===== src/source/db_ctrl_cfg.svh =====
`ifndef DB_CTRL_CFG_SVH
`define DB_CTRL_CFG_SVH

// ------------------------------
// address windows
// ------------------------------
// power block, 16 bytes
`define DB_CTRL_POWER_BASE   20'h00000
`define DB_CTRL_POWER_SIZE   20'h00010
// switch block, right after it
`define DB_CTRL_SWITCH_BASE  20'h00010
`define DB_CTRL_SWITCH_SIZE  20'h00010

// ------------------------------
// power block registers
// ------------------------------
`define RF_POWER_CONTROL     20'h0
`define ENABLE_TX_7V0        0
`define ENABLE_RX_7V0        1
`define ENABLE_3V3           2
// read only, power-good levels
`define RF_POWER_STATUS      20'h4
`define P7V_A_STATUS         0
`define P7V_B_STATUS         1
`define PRC_CONTROL          20'h8
`define PLL_REF_CLOCK_ENABLE 0

// ------------------------------
// switch block registers
// ------------------------------
`define SWITCH_CONTROL       20'h0
`define TX_ANT_SEL_MSB       1
`define TX_ANT_SEL_LSB       0
`define RX_ANT_SEL_MSB       5
`define RX_ANT_SEL_LSB       4
`define SWITCH_SCRATCH       20'h4

`endif

===== src/source/db_ctrl_pkg.sv =====
package db_ctrl_pkg;

  // ------------------------------
  // response status codes
  // ------------------------------
  // only okay and cmderr come out of this design
  typedef enum logic [1:0] {
    ctrl_sts_okay   = 2'd0,
    ctrl_sts_cmderr = 2'd1,
    ctrl_sts_tsferr = 2'd2,
    ctrl_sts_slverr = 2'd3
  } ctrl_status_t;

  // ------------------------------
  // request, 54 bits
  // ------------------------------
  // wr and rd are single cycle pulses
  typedef struct packed {
    logic        wr;
    logic        rd;
    // byte address, 20 bits as on ctrlport
    logic [19:0] addr;
    // write data, ignored on reads
    logic [31:0] data;
  } ctrlport_req_t;

  // ------------------------------
  // response, 35 bits
  // ------------------------------
  // status and data only valid with ack
  typedef struct packed {
    logic         ack;
    ctrl_status_t status;
    // read data, zero on writes and errors
    logic [31:0]  data;
  } ctrlport_resp_t;

endpackage


===== src/source/db_ctrl_top.sv =====
`timescale 1ns/1ps

`include "db_ctrl_cfg.svh"

module db_ctrl_top (
  input  logic                        ctrlport_clk,
  input  logic                        ctrlport_rst,
  // host side ctrlport
  input  db_ctrl_pkg::ctrlport_req_t  s_ctrlport_req,
  output db_ctrl_pkg::ctrlport_resp_t s_ctrlport_resp,
  // power pins
  output logic                        enable_tx_7v0,
  output logic                        enable_rx_7v0,
  output logic                        enable_3v3,
  input  logic                        p7v_pg_a,
  input  logic                        p7v_pg_b,
  output logic                        pll_ref_clk_enable,
  // rf switch pins
  output logic [1:0]                  tx_ant_sel,
  output logic [1:0]                  rx_ant_sel
);

  // per block responses, one cycle after the request
  db_ctrl_pkg::ctrlport_resp_t power_resp;
  db_ctrl_pkg::ctrlport_resp_t switch_resp;

  // ------------------------------
  // register blocks
  // ------------------------------
  // same request goes to both, each decodes its own window
  power_regs #(
    .BASE_ADDRESS (`DB_CTRL_POWER_BASE),
    .SIZE_ADDRESS (`DB_CTRL_POWER_SIZE)
  ) u_power_regs (
    .ctrlport_clk       (ctrlport_clk),
    .ctrlport_rst       (ctrlport_rst),
    .s_ctrlport_req     (s_ctrlport_req),
    .s_ctrlport_resp    (power_resp),
    .enable_tx_7v0      (enable_tx_7v0),
    .enable_rx_7v0      (enable_rx_7v0),
    .enable_3v3         (enable_3v3),
    .p7v_pg_a           (p7v_pg_a),
    .p7v_pg_b           (p7v_pg_b),
    .pll_ref_clk_enable (pll_ref_clk_enable)
  );

  switch_regs #(
    .BASE_ADDRESS (`DB_CTRL_SWITCH_BASE),
    .SIZE_ADDRESS (`DB_CTRL_SWITCH_SIZE)
  ) u_switch_regs (
    .ctrlport_clk    (ctrlport_clk),
    .ctrlport_rst    (ctrlport_rst),
    .s_ctrlport_req  (s_ctrlport_req),
    .s_ctrlport_resp (switch_resp),
    .tx_ant_sel      (tx_ant_sel),
    .rx_ant_sel      (rx_ant_sel)
  );

  // ------------------------------
  // response merge
  // ------------------------------
  // adds the second cycle of latency
  ctrlport_resp_combiner u_resp_combiner (
    .ctrlport_clk (ctrlport_clk),
    .ctrlport_rst (ctrlport_rst),
    .power_resp   (power_resp),
    .switch_resp  (switch_resp),
    .m_resp       (s_ctrlport_resp)
  );

endmodule


===== src/source/ctrlport_resp_combiner.sv =====
`timescale 1ns/1ps

module ctrlport_resp_combiner (
  input  logic                        ctrlport_clk,
  input  logic                        ctrlport_rst,
  // one response per register block
  input  db_ctrl_pkg::ctrlport_resp_t power_resp,
  input  db_ctrl_pkg::ctrlport_resp_t switch_resp,
  // merged response
  output db_ctrl_pkg::ctrlport_resp_t m_resp
);

  logic                      merged_ack;
  logic [1:0]                merged_status;
  logic [31:0]               merged_data;
  logic                      resp_ack_q;
  db_ctrl_pkg::ctrl_status_t resp_status_q;
  logic [31:0]               resp_data_q;

  // ------------------------------
  // mask and merge
  // ------------------------------
  // windows are disjoint, so at most one side is acked
  assign merged_ack = power_resp.ack | switch_resp.ack;

  // a silent block contributes zeros
  assign merged_status = ({2{power_resp.ack}} & power_resp.status) |
                         ({2{switch_resp.ack}} & switch_resp.status);
  assign merged_data   = ({32{power_resp.ack}} & power_resp.data) |
                         ({32{switch_resp.ack}} & switch_resp.data);

  // ------------------------------
  // output register
  // ------------------------------
  always_ff @(posedge ctrlport_clk) begin
    if (ctrlport_rst) begin
      resp_ack_q <= 1'b0;
    end else begin
      resp_ack_q <= merged_ack;
    end
  end

  // payload, only meaningful with ack
  always_ff @(posedge ctrlport_clk) begin
    resp_status_q <= db_ctrl_pkg::ctrl_status_t'(merged_status);
    resp_data_q   <= merged_data;
  end

  assign m_resp = '{ack: resp_ack_q, status: resp_status_q, data: resp_data_q};

endmodule


===== src/source/switch_regs.sv =====
`timescale 1ns/1ps

`include "db_ctrl_cfg.svh"

module switch_regs #(
  parameter logic [19:0] BASE_ADDRESS = `DB_CTRL_SWITCH_BASE,
  parameter logic [19:0] SIZE_ADDRESS = `DB_CTRL_SWITCH_SIZE
) (
  input  logic                        ctrlport_clk,
  input  logic                        ctrlport_rst,
  // ctrlport request and response
  input  db_ctrl_pkg::ctrlport_req_t  s_ctrlport_req,
  output db_ctrl_pkg::ctrlport_resp_t s_ctrlport_resp,
  // rf switch antenna selects
  output logic [1:0]                  tx_ant_sel,
  output logic [1:0]                  rx_ant_sel
);

  // end of window, widened against wrap
  localparam logic [20:0] END_ADDRESS = {1'b0, BASE_ADDRESS} + {1'b0, SIZE_ADDRESS};

  logic                      in_window;
  logic [19:0]               req_offset;
  logic                      reg_hit;
  logic [31:0]               rd_data;
  logic [31:0]               scratch;
  logic                      resp_ack_q;
  db_ctrl_pkg::ctrl_status_t resp_status_q;
  logic [31:0]               resp_data_q;

  // ------------------------------
  // address decode
  // ------------------------------
  assign in_window = ({1'b0, s_ctrlport_req.addr} >= {1'b0, BASE_ADDRESS}) &&
                     ({1'b0, s_ctrlport_req.addr} < END_ADDRESS);

  assign req_offset = s_ctrlport_req.addr - BASE_ADDRESS;

  // ------------------------------
  // read mux
  // ------------------------------
  // both registers are read/write, so one hit flag covers wr and rd
  always_comb begin
    rd_data = '0;
    reg_hit = 1'b1;
    case (req_offset)
      `SWITCH_CONTROL: begin
        rd_data[`TX_ANT_SEL_MSB:`TX_ANT_SEL_LSB] = tx_ant_sel;
        rd_data[`RX_ANT_SEL_MSB:`RX_ANT_SEL_LSB] = rx_ant_sel;
      end
      `SWITCH_SCRATCH: begin
        // full word
        rd_data = scratch;
      end
      default: begin
        reg_hit = 1'b0;
      end
    endcase
  end

  // ------------------------------
  // control registers
  // ------------------------------
  always_ff @(posedge ctrlport_clk) begin
    if (ctrlport_rst) begin
      resp_ack_q <= 1'b0;
      tx_ant_sel <= 2'b00;
      rx_ant_sel <= 2'b00;
      scratch    <= '0;
    end else begin
      resp_ack_q <= in_window && (s_ctrlport_req.wr || s_ctrlport_req.rd);
      if (in_window && s_ctrlport_req.wr) begin
        case (req_offset)
          `SWITCH_CONTROL: begin
            tx_ant_sel <= s_ctrlport_req.data[`TX_ANT_SEL_MSB:`TX_ANT_SEL_LSB];
            rx_ant_sel <= s_ctrlport_req.data[`RX_ANT_SEL_MSB:`RX_ANT_SEL_LSB];
          end
          `SWITCH_SCRATCH: begin
            scratch <= s_ctrlport_req.data;
          end
          default: begin
            // holes in the window, nothing stored
          end
        endcase
      end
    end
  end

  // ------------------------------
  // response payload
  // ------------------------------
  always_ff @(posedge ctrlport_clk) begin
    resp_status_q <= reg_hit ? db_ctrl_pkg::ctrl_sts_okay : db_ctrl_pkg::ctrl_sts_cmderr;
    // no read data on writes
    if (s_ctrlport_req.wr) begin
      resp_data_q <= '0;
    end else begin
      resp_data_q <= rd_data;
    end
  end

  assign s_ctrlport_resp = '{ack: resp_ack_q, status: resp_status_q, data: resp_data_q};

endmodule


===== src/source/power_regs.sv =====
`timescale 1ns/1ps

`include "db_ctrl_cfg.svh"

module power_regs #(
  parameter logic [19:0] BASE_ADDRESS = `DB_CTRL_POWER_BASE,
  parameter logic [19:0] SIZE_ADDRESS = `DB_CTRL_POWER_SIZE
) (
  input  logic                        ctrlport_clk,
  input  logic                        ctrlport_rst,
  // ctrlport request and response
  input  db_ctrl_pkg::ctrlport_req_t  s_ctrlport_req,
  output db_ctrl_pkg::ctrlport_resp_t s_ctrlport_resp,
  // supply enables
  output logic                        enable_tx_7v0,
  output logic                        enable_rx_7v0,
  output logic                        enable_3v3,
  // power-good from the 7 V regulators
  input  logic                        p7v_pg_a,
  input  logic                        p7v_pg_b,
  // pll reference clock buffer
  output logic                        pll_ref_clk_enable
);

  // end of window, one bit wider so the sum cannot wrap
  localparam logic [20:0] END_ADDRESS = {1'b0, BASE_ADDRESS} + {1'b0, SIZE_ADDRESS};

  logic                      in_window;
  logic [19:0]               req_offset;
  logic                      wr_hit;
  logic                      rd_hit;
  logic [31:0]               rd_data;
  logic                      resp_ack_q;
  db_ctrl_pkg::ctrl_status_t resp_status_q;
  logic [31:0]               resp_data_q;

  // ------------------------------
  // address decode
  // ------------------------------
  assign in_window = ({1'b0, s_ctrlport_req.addr} >= {1'b0, BASE_ADDRESS}) &&
                     ({1'b0, s_ctrlport_req.addr} < END_ADDRESS);

  // offset inside the window
  // garbage outside, but then nothing answers
  assign req_offset = s_ctrlport_req.addr - BASE_ADDRESS;

  // writable offsets
  // status register is read only, so a write there is a cmderr
  assign wr_hit = (req_offset == `RF_POWER_CONTROL) ||
                  (req_offset == `PRC_CONTROL);

  // ------------------------------
  // read mux
  // ------------------------------
  always_comb begin
    // undefined bits read as zero
    rd_data = '0;
    rd_hit  = 1'b1;
    case (req_offset)
      `RF_POWER_CONTROL: begin
        rd_data[`ENABLE_TX_7V0] = enable_tx_7v0;
        rd_data[`ENABLE_RX_7V0] = enable_rx_7v0;
        rd_data[`ENABLE_3V3]    = enable_3v3;
      end
      `RF_POWER_STATUS: begin
        // live levels, not sampled
        rd_data[`P7V_A_STATUS] = p7v_pg_a;
        rd_data[`P7V_B_STATUS] = p7v_pg_b;
      end
      `PRC_CONTROL: begin
        rd_data[`PLL_REF_CLOCK_ENABLE] = pll_ref_clk_enable;
      end
      default: begin
        // unknown offset, data stays zero
        rd_hit = 1'b0;
      end
    endcase
  end

  // ------------------------------
  // control registers
  // ------------------------------
  always_ff @(posedge ctrlport_clk) begin
    if (ctrlport_rst) begin
      resp_ack_q         <= 1'b0;
      enable_tx_7v0      <= 1'b0;
      enable_rx_7v0      <= 1'b0;
      enable_3v3         <= 1'b0;
      pll_ref_clk_enable <= 1'b0;
    end else begin
      // any request in our window gets an ack, good or bad
      resp_ack_q <= in_window && (s_ctrlport_req.wr || s_ctrlport_req.rd);
      if (in_window && s_ctrlport_req.wr) begin
        case (req_offset)
          `RF_POWER_CONTROL: begin
            enable_tx_7v0 <= s_ctrlport_req.data[`ENABLE_TX_7V0];
            enable_rx_7v0 <= s_ctrlport_req.data[`ENABLE_RX_7V0];
            enable_3v3    <= s_ctrlport_req.data[`ENABLE_3V3];
          end
          `PRC_CONTROL: begin
            pll_ref_clk_enable <= s_ctrlport_req.data[`PLL_REF_CLOCK_ENABLE];
          end
          default: begin
            // status and holes keep everything as is
          end
        endcase
      end
    end
  end

  // ------------------------------
  // response payload
  // ------------------------------
  // write wins when wr and rd come together
  always_ff @(posedge ctrlport_clk) begin
    if (s_ctrlport_req.wr) begin
      resp_status_q <= wr_hit ? db_ctrl_pkg::ctrl_sts_okay : db_ctrl_pkg::ctrl_sts_cmderr;
      resp_data_q   <= '0;
    end else begin
      resp_status_q <= rd_hit ? db_ctrl_pkg::ctrl_sts_okay : db_ctrl_pkg::ctrl_sts_cmderr;
      // zero already on a miss
      resp_data_q   <= rd_data;
    end
  end

  assign s_ctrlport_resp = '{ack: resp_ack_q, status: resp_status_q, data: resp_data_q};

endmodule


===== config.mk =====
export PLATFORM = sky130hd
export DESIGN_NAME = db_ctrl_top
export DESIGN_NICKNAME = d
export VERILOG_FILES = /design/src/source/db_ctrl_pkg.sv /design/src/source/db_ctrl_top.sv /design/src/source/ctrlport_resp_combiner.sv /design/src/source/switch_regs.sv /design/src/source/power_regs.sv
export VERILOG_INCLUDE_DIRS = /design/src /design/src/source
export SDC_FILE = /design/constraint.sdc
export NUM_CORES = 1
export LEC_CHECK = 0
export ABC_AREA = 0
export BUFFER_PORTS_ARGS = -buffer_cell sky130_fd_sc_hd__buf_4
export CORE_ASPECT_RATIO = 0.8
export CORE_UTILIZATION = 45
export DETAILED_ROUTE_END_ITERATION = 8
export PLACE_DENSITY = 0.73
export SYNTH_ARGS = -nofsm -noshare
export SYNTH_HDL_FRONTEND = slang
export SYNTH_SLANG_ARGS = --single-unit

===== constraint.sdc =====
create_clock -name ctrlport_clk -period 1.6 [get_ports ctrlport_clk]
set_clock_uncertainty 0.15 [all_clocks]
set_input_delay 0.32 -clock ctrlport_clk [delete_from_list [all_inputs] [get_ports ctrlport_clk]]
set_output_delay 0.32 -clock ctrlport_clk [all_outputs]
set_load 0.005 [all_outputs]

==> results.json <==
{
  "status": "complete, no violations",
  "core_area_um2": 8060,
  "fin_crit_ns": 1.56,
  "layout_commonest_cell": "buf_4",
  "grt_max_degree": 33,
  "dpl.hpwl_mm": 5.85,
  "min-delay-start": "s_ctrlport_req[33]",
  "crit_fanout": 6,
  "maxCapViolCount": 0,
  "final_cell_mix": "123 x buf_4, 113 x dfxtp_1, 57 x and2_1",
  "syn_area_per_cell_um2": 10.1,
  "setup_violations": 0,
  "power.internal_uw": 5260,
  "yosysSeqAreaShare_pct": 59.5,
  "swShare_pct": 20.3,
  "holdCritPathClass": "in -> reg",
  "antenna_cells": 0,
  "grt_pass1_vias": 3155,
  "endpoint": "u_power_regs.enable_tx_7v0",
  "dr_total_vias": 3230,
  "grt_pass1_wl_mm": 14.9,
  "root_buffer": "clkbuf_8",
  "drc": 0,
  "cp-end-kind": "flop",
  "reg2reg_slack_ns": 0.49,
  "crit_type": "in -> reg",
  "rr_endpoint": "u_power_regs.resp_data_q[0]",
  "r2r_cells": 4,
  "port_buffers": 99,
  "cts_made_buffers": 17,
  "yosysWarnings": 0,
  "firstDrtPassIters": 5,
  "synth.distinct_cells": 33,
  "crit_start": "s_ctrlport_req[36]",
  "wl_per_cell_um": 14.5,
  "ant_nets": 0,
  "r2r_start": "u_power_regs.pll_ref_clk_enable",
  "worstPathArrival_ns": 1.84,
  "cp_data_required_time_ns": 1.88,
  "wirelength_mm": 9.45,
  "ys_seq_elements": 113,
  "tns_ns": 0,
  "path_clk_slew_ns": 0.05,
  "drt_iter0_drc": 123,
  "start_util_pct": 47.2,
  "io_pins": 101,
  "die_area_um2": 8820,
  "drv_slew": 0,
  "power_frac_seq_pct": 42.7,
  "irDropWorstVdd_mv": 0.924,
  "drive_gt1_share_pct": 31.0,
  "combPwrFrac_pct": 4.4,
  "clock_path_buffers": 2,
  "fp.dieH_um": 84.2,
  "pwr-share-clk_pct": 52.9,
  "synth_nets": 436,
  "start_kind": "input pin",
  "htreeDepth": 4,
  "track_usage_pct": 22.1,
  "clock_latency_ns": 0.51,
  "cts_tree": "built",
  "area.growth.synth_to_final_pct": 51.8,
  "grt_antenna_before_repair": 0,
  "synth_area_um2": 3800,
  "gp_congestion": 0.865,
  "post-layout-total-power_uw": 6600,
  "viasPerCell": 4.97,
  "period_share_pct": 97.6,
  "p_per_area_nw_per_um2": 1140,
  "hold_viol": 0,
  "max_freq_mhz": 640,
  "die_x_um": 105,
  "p_leak_uw": 0.00242,
  "finalNetCount": 589,
  "clock-sinks": 113,
  "syn-instance-count": 378,
  "row_count": 29,
  "gr-total-overflow": 0,
  "switchingPower_uw": 1340
}
area by class of cell:
class	count	area (µm²)
repair buffers	165	1390
multi-input cells	233	1420
fillers	603	2280
clock inverters	11	115
clock buffers	19	442
inverters	1	3.75
well taps	108	135
flip-flops and latches	113	2260
routing by layer:
layer / GRT usage, % / part of all wire [%] / up-vias
met5: 0 / 0 / -
met4: 8.32 / 1.3 / 0
met3: 7.69 / 5.9 / 11
met2: 37.9 / 48 / 110
met1: 25.7 / 45 / 1508
li1: - / - / 1601
synth_stat cells:
cell | n | area share [%]
o31ai_1 | 1 | 0.20
buf_2 | 8 | 1.1
clkbuf_1 | 20 | 2.0
dfxtp_1 | 113 | 60
and3b_1 | 2 | 0.46
and2_1 | 57 | 9.4
nor4_4 | 3 | 1.7
nor2_1 | 9 | 0.89
conb_1 | 1 | 0.099
a21oi_1 | 36 | 4.7
o41ai_1 | 1 | 0.23
nand4_1 | 2 | 0.33
nand3b_2 | 1 | 0.30
and4_1 | 2 | 0.46
or3_1 | 3 | 0.49
nand3b_1 | 2 | 0.39
and3_1 | 1 | 0.16
nand3_1 | 38 | 5.0
and4b_1 | 1 | 0.26
or4_1 | 1 | 0.20
a22o_1 | 4 | 0.92
mux2i_1 | 9 | 2.4
o21ai_0 | 38 | 5.0
nor4_1 | 3 | 0.49
buf_4 | 2 | 0.39
buf_1 | 1 | 0.099
nor2b_1 | 2 | 0.33
nand2_1 | 4 | 0.39
nor3b_2 | 1 | 0.33
nand2b_1 | 7 | 1.2
o21bai_1 | 1 | 0.20
inv_1 | 1 | 0.099
nor3_1 | 3 | 0.39
power groups by stage:
stage	registers (µW)	clock network (µW)	logic, µW
global placement	2880	0	214
CTS	2820	3530	289
global route	2810	3700	312
floorplan	2880	0	53.9
finish	2820	3490	293
detailed placement	2880	0	215
what timing repair did:
item / CTS / global route
gates resized for setup: 0 / 9
endpoints found under the hold margin: 45 / 0
setup endpoints to repair: 0 / 28
hold buffers: 37 / 0
buffers inserted: 0 / 0
worst min path at each step:
stage	endpoint	slack, ns	cells after the start
detailed placement	u_resp_combiner.resp_data_q[30]	0.27	1
global placement	u_resp_combiner.resp_data_q[10]	0.26	1
global route	u_power_regs.resp_status_q[0]	0.001	4
finish	u_power_regs.resp_status_q[0]	0.007	4
CTS	u_power_regs.resp_status_q[0]	0.0002	4
floorplan	u_resp_combiner.resp_data_q[30]	0.26	1
registers in the layout, summed over array words and instances, names as in the netlist:
signal and count:
u_switch_regs.rx_ant_sel 2, u_switch_regs.scratch 32, u_switch_regs.resp_ack_q 1, u_power_regs.enable_tx_7v0 1, u_power_regs.pll_ref_clk_enable 1, u_power_regs.enable_rx_7v0 1, u_power_regs.resp_status_q 1, u_resp_combiner.resp_data_q 32
u_switch_regs.resp_data_q 32, u_resp_combiner.resp_ack_q 1, u_switch_regs.tx_ant_sel 2, u_power_regs.resp_data_q 3, u_resp_combiner.resp_status_q 1, u_switch_regs.resp_status_q 1, u_power_regs.resp_ack_q 1, u_power_regs.enable_3v3 1
critical path, cell delays in order:
cell and delay [ns]:
dlygate4sd3_1 0.53, buf_4 0.15, or4_1 0.62, mux2i_1 0.21
kinds of logic (layout without fill, tap and decap cells):
kind of cell | Yosys count | after routing | synth area share (%)
AND/OR/NAND/NOR | 142 | 142 | 23.1
flip-flops | 113 | 113 | 59.5
other | 1 | 1 | 0.0987
multiplexers | 9 | 9 | 2.37
AO/OA/AOI/OAI | 81 | 81 | 11.3
buffers and inverters | 32 | 196 | 3.62
metrics by stage:
| step | utilization [%] | area [µm²] | hold slack [ns] | worst slack [ns] | instances |
|---|---|---|---|---|---|
| after floorplan | - | 3820 | 0.256 | -0.156 | 378 |
| after global placement | 59.6 | 4800 | 0.264 | -0.301 | 582 |
| after detailed placement | 59.6 | 4800 | 0.267 | -0.380 | 582 |
| after CTS | 71.1 | 5730 | 0.000163 | 0.0295 | 649 |
| after global routing | 71.7 | 5770 | 0.00125 | -0.0258 | 650 |
| final | 71.7 | 5770 | 0.00712 | 0.0386 | 650 |
(Power assumes the default switching activity.)
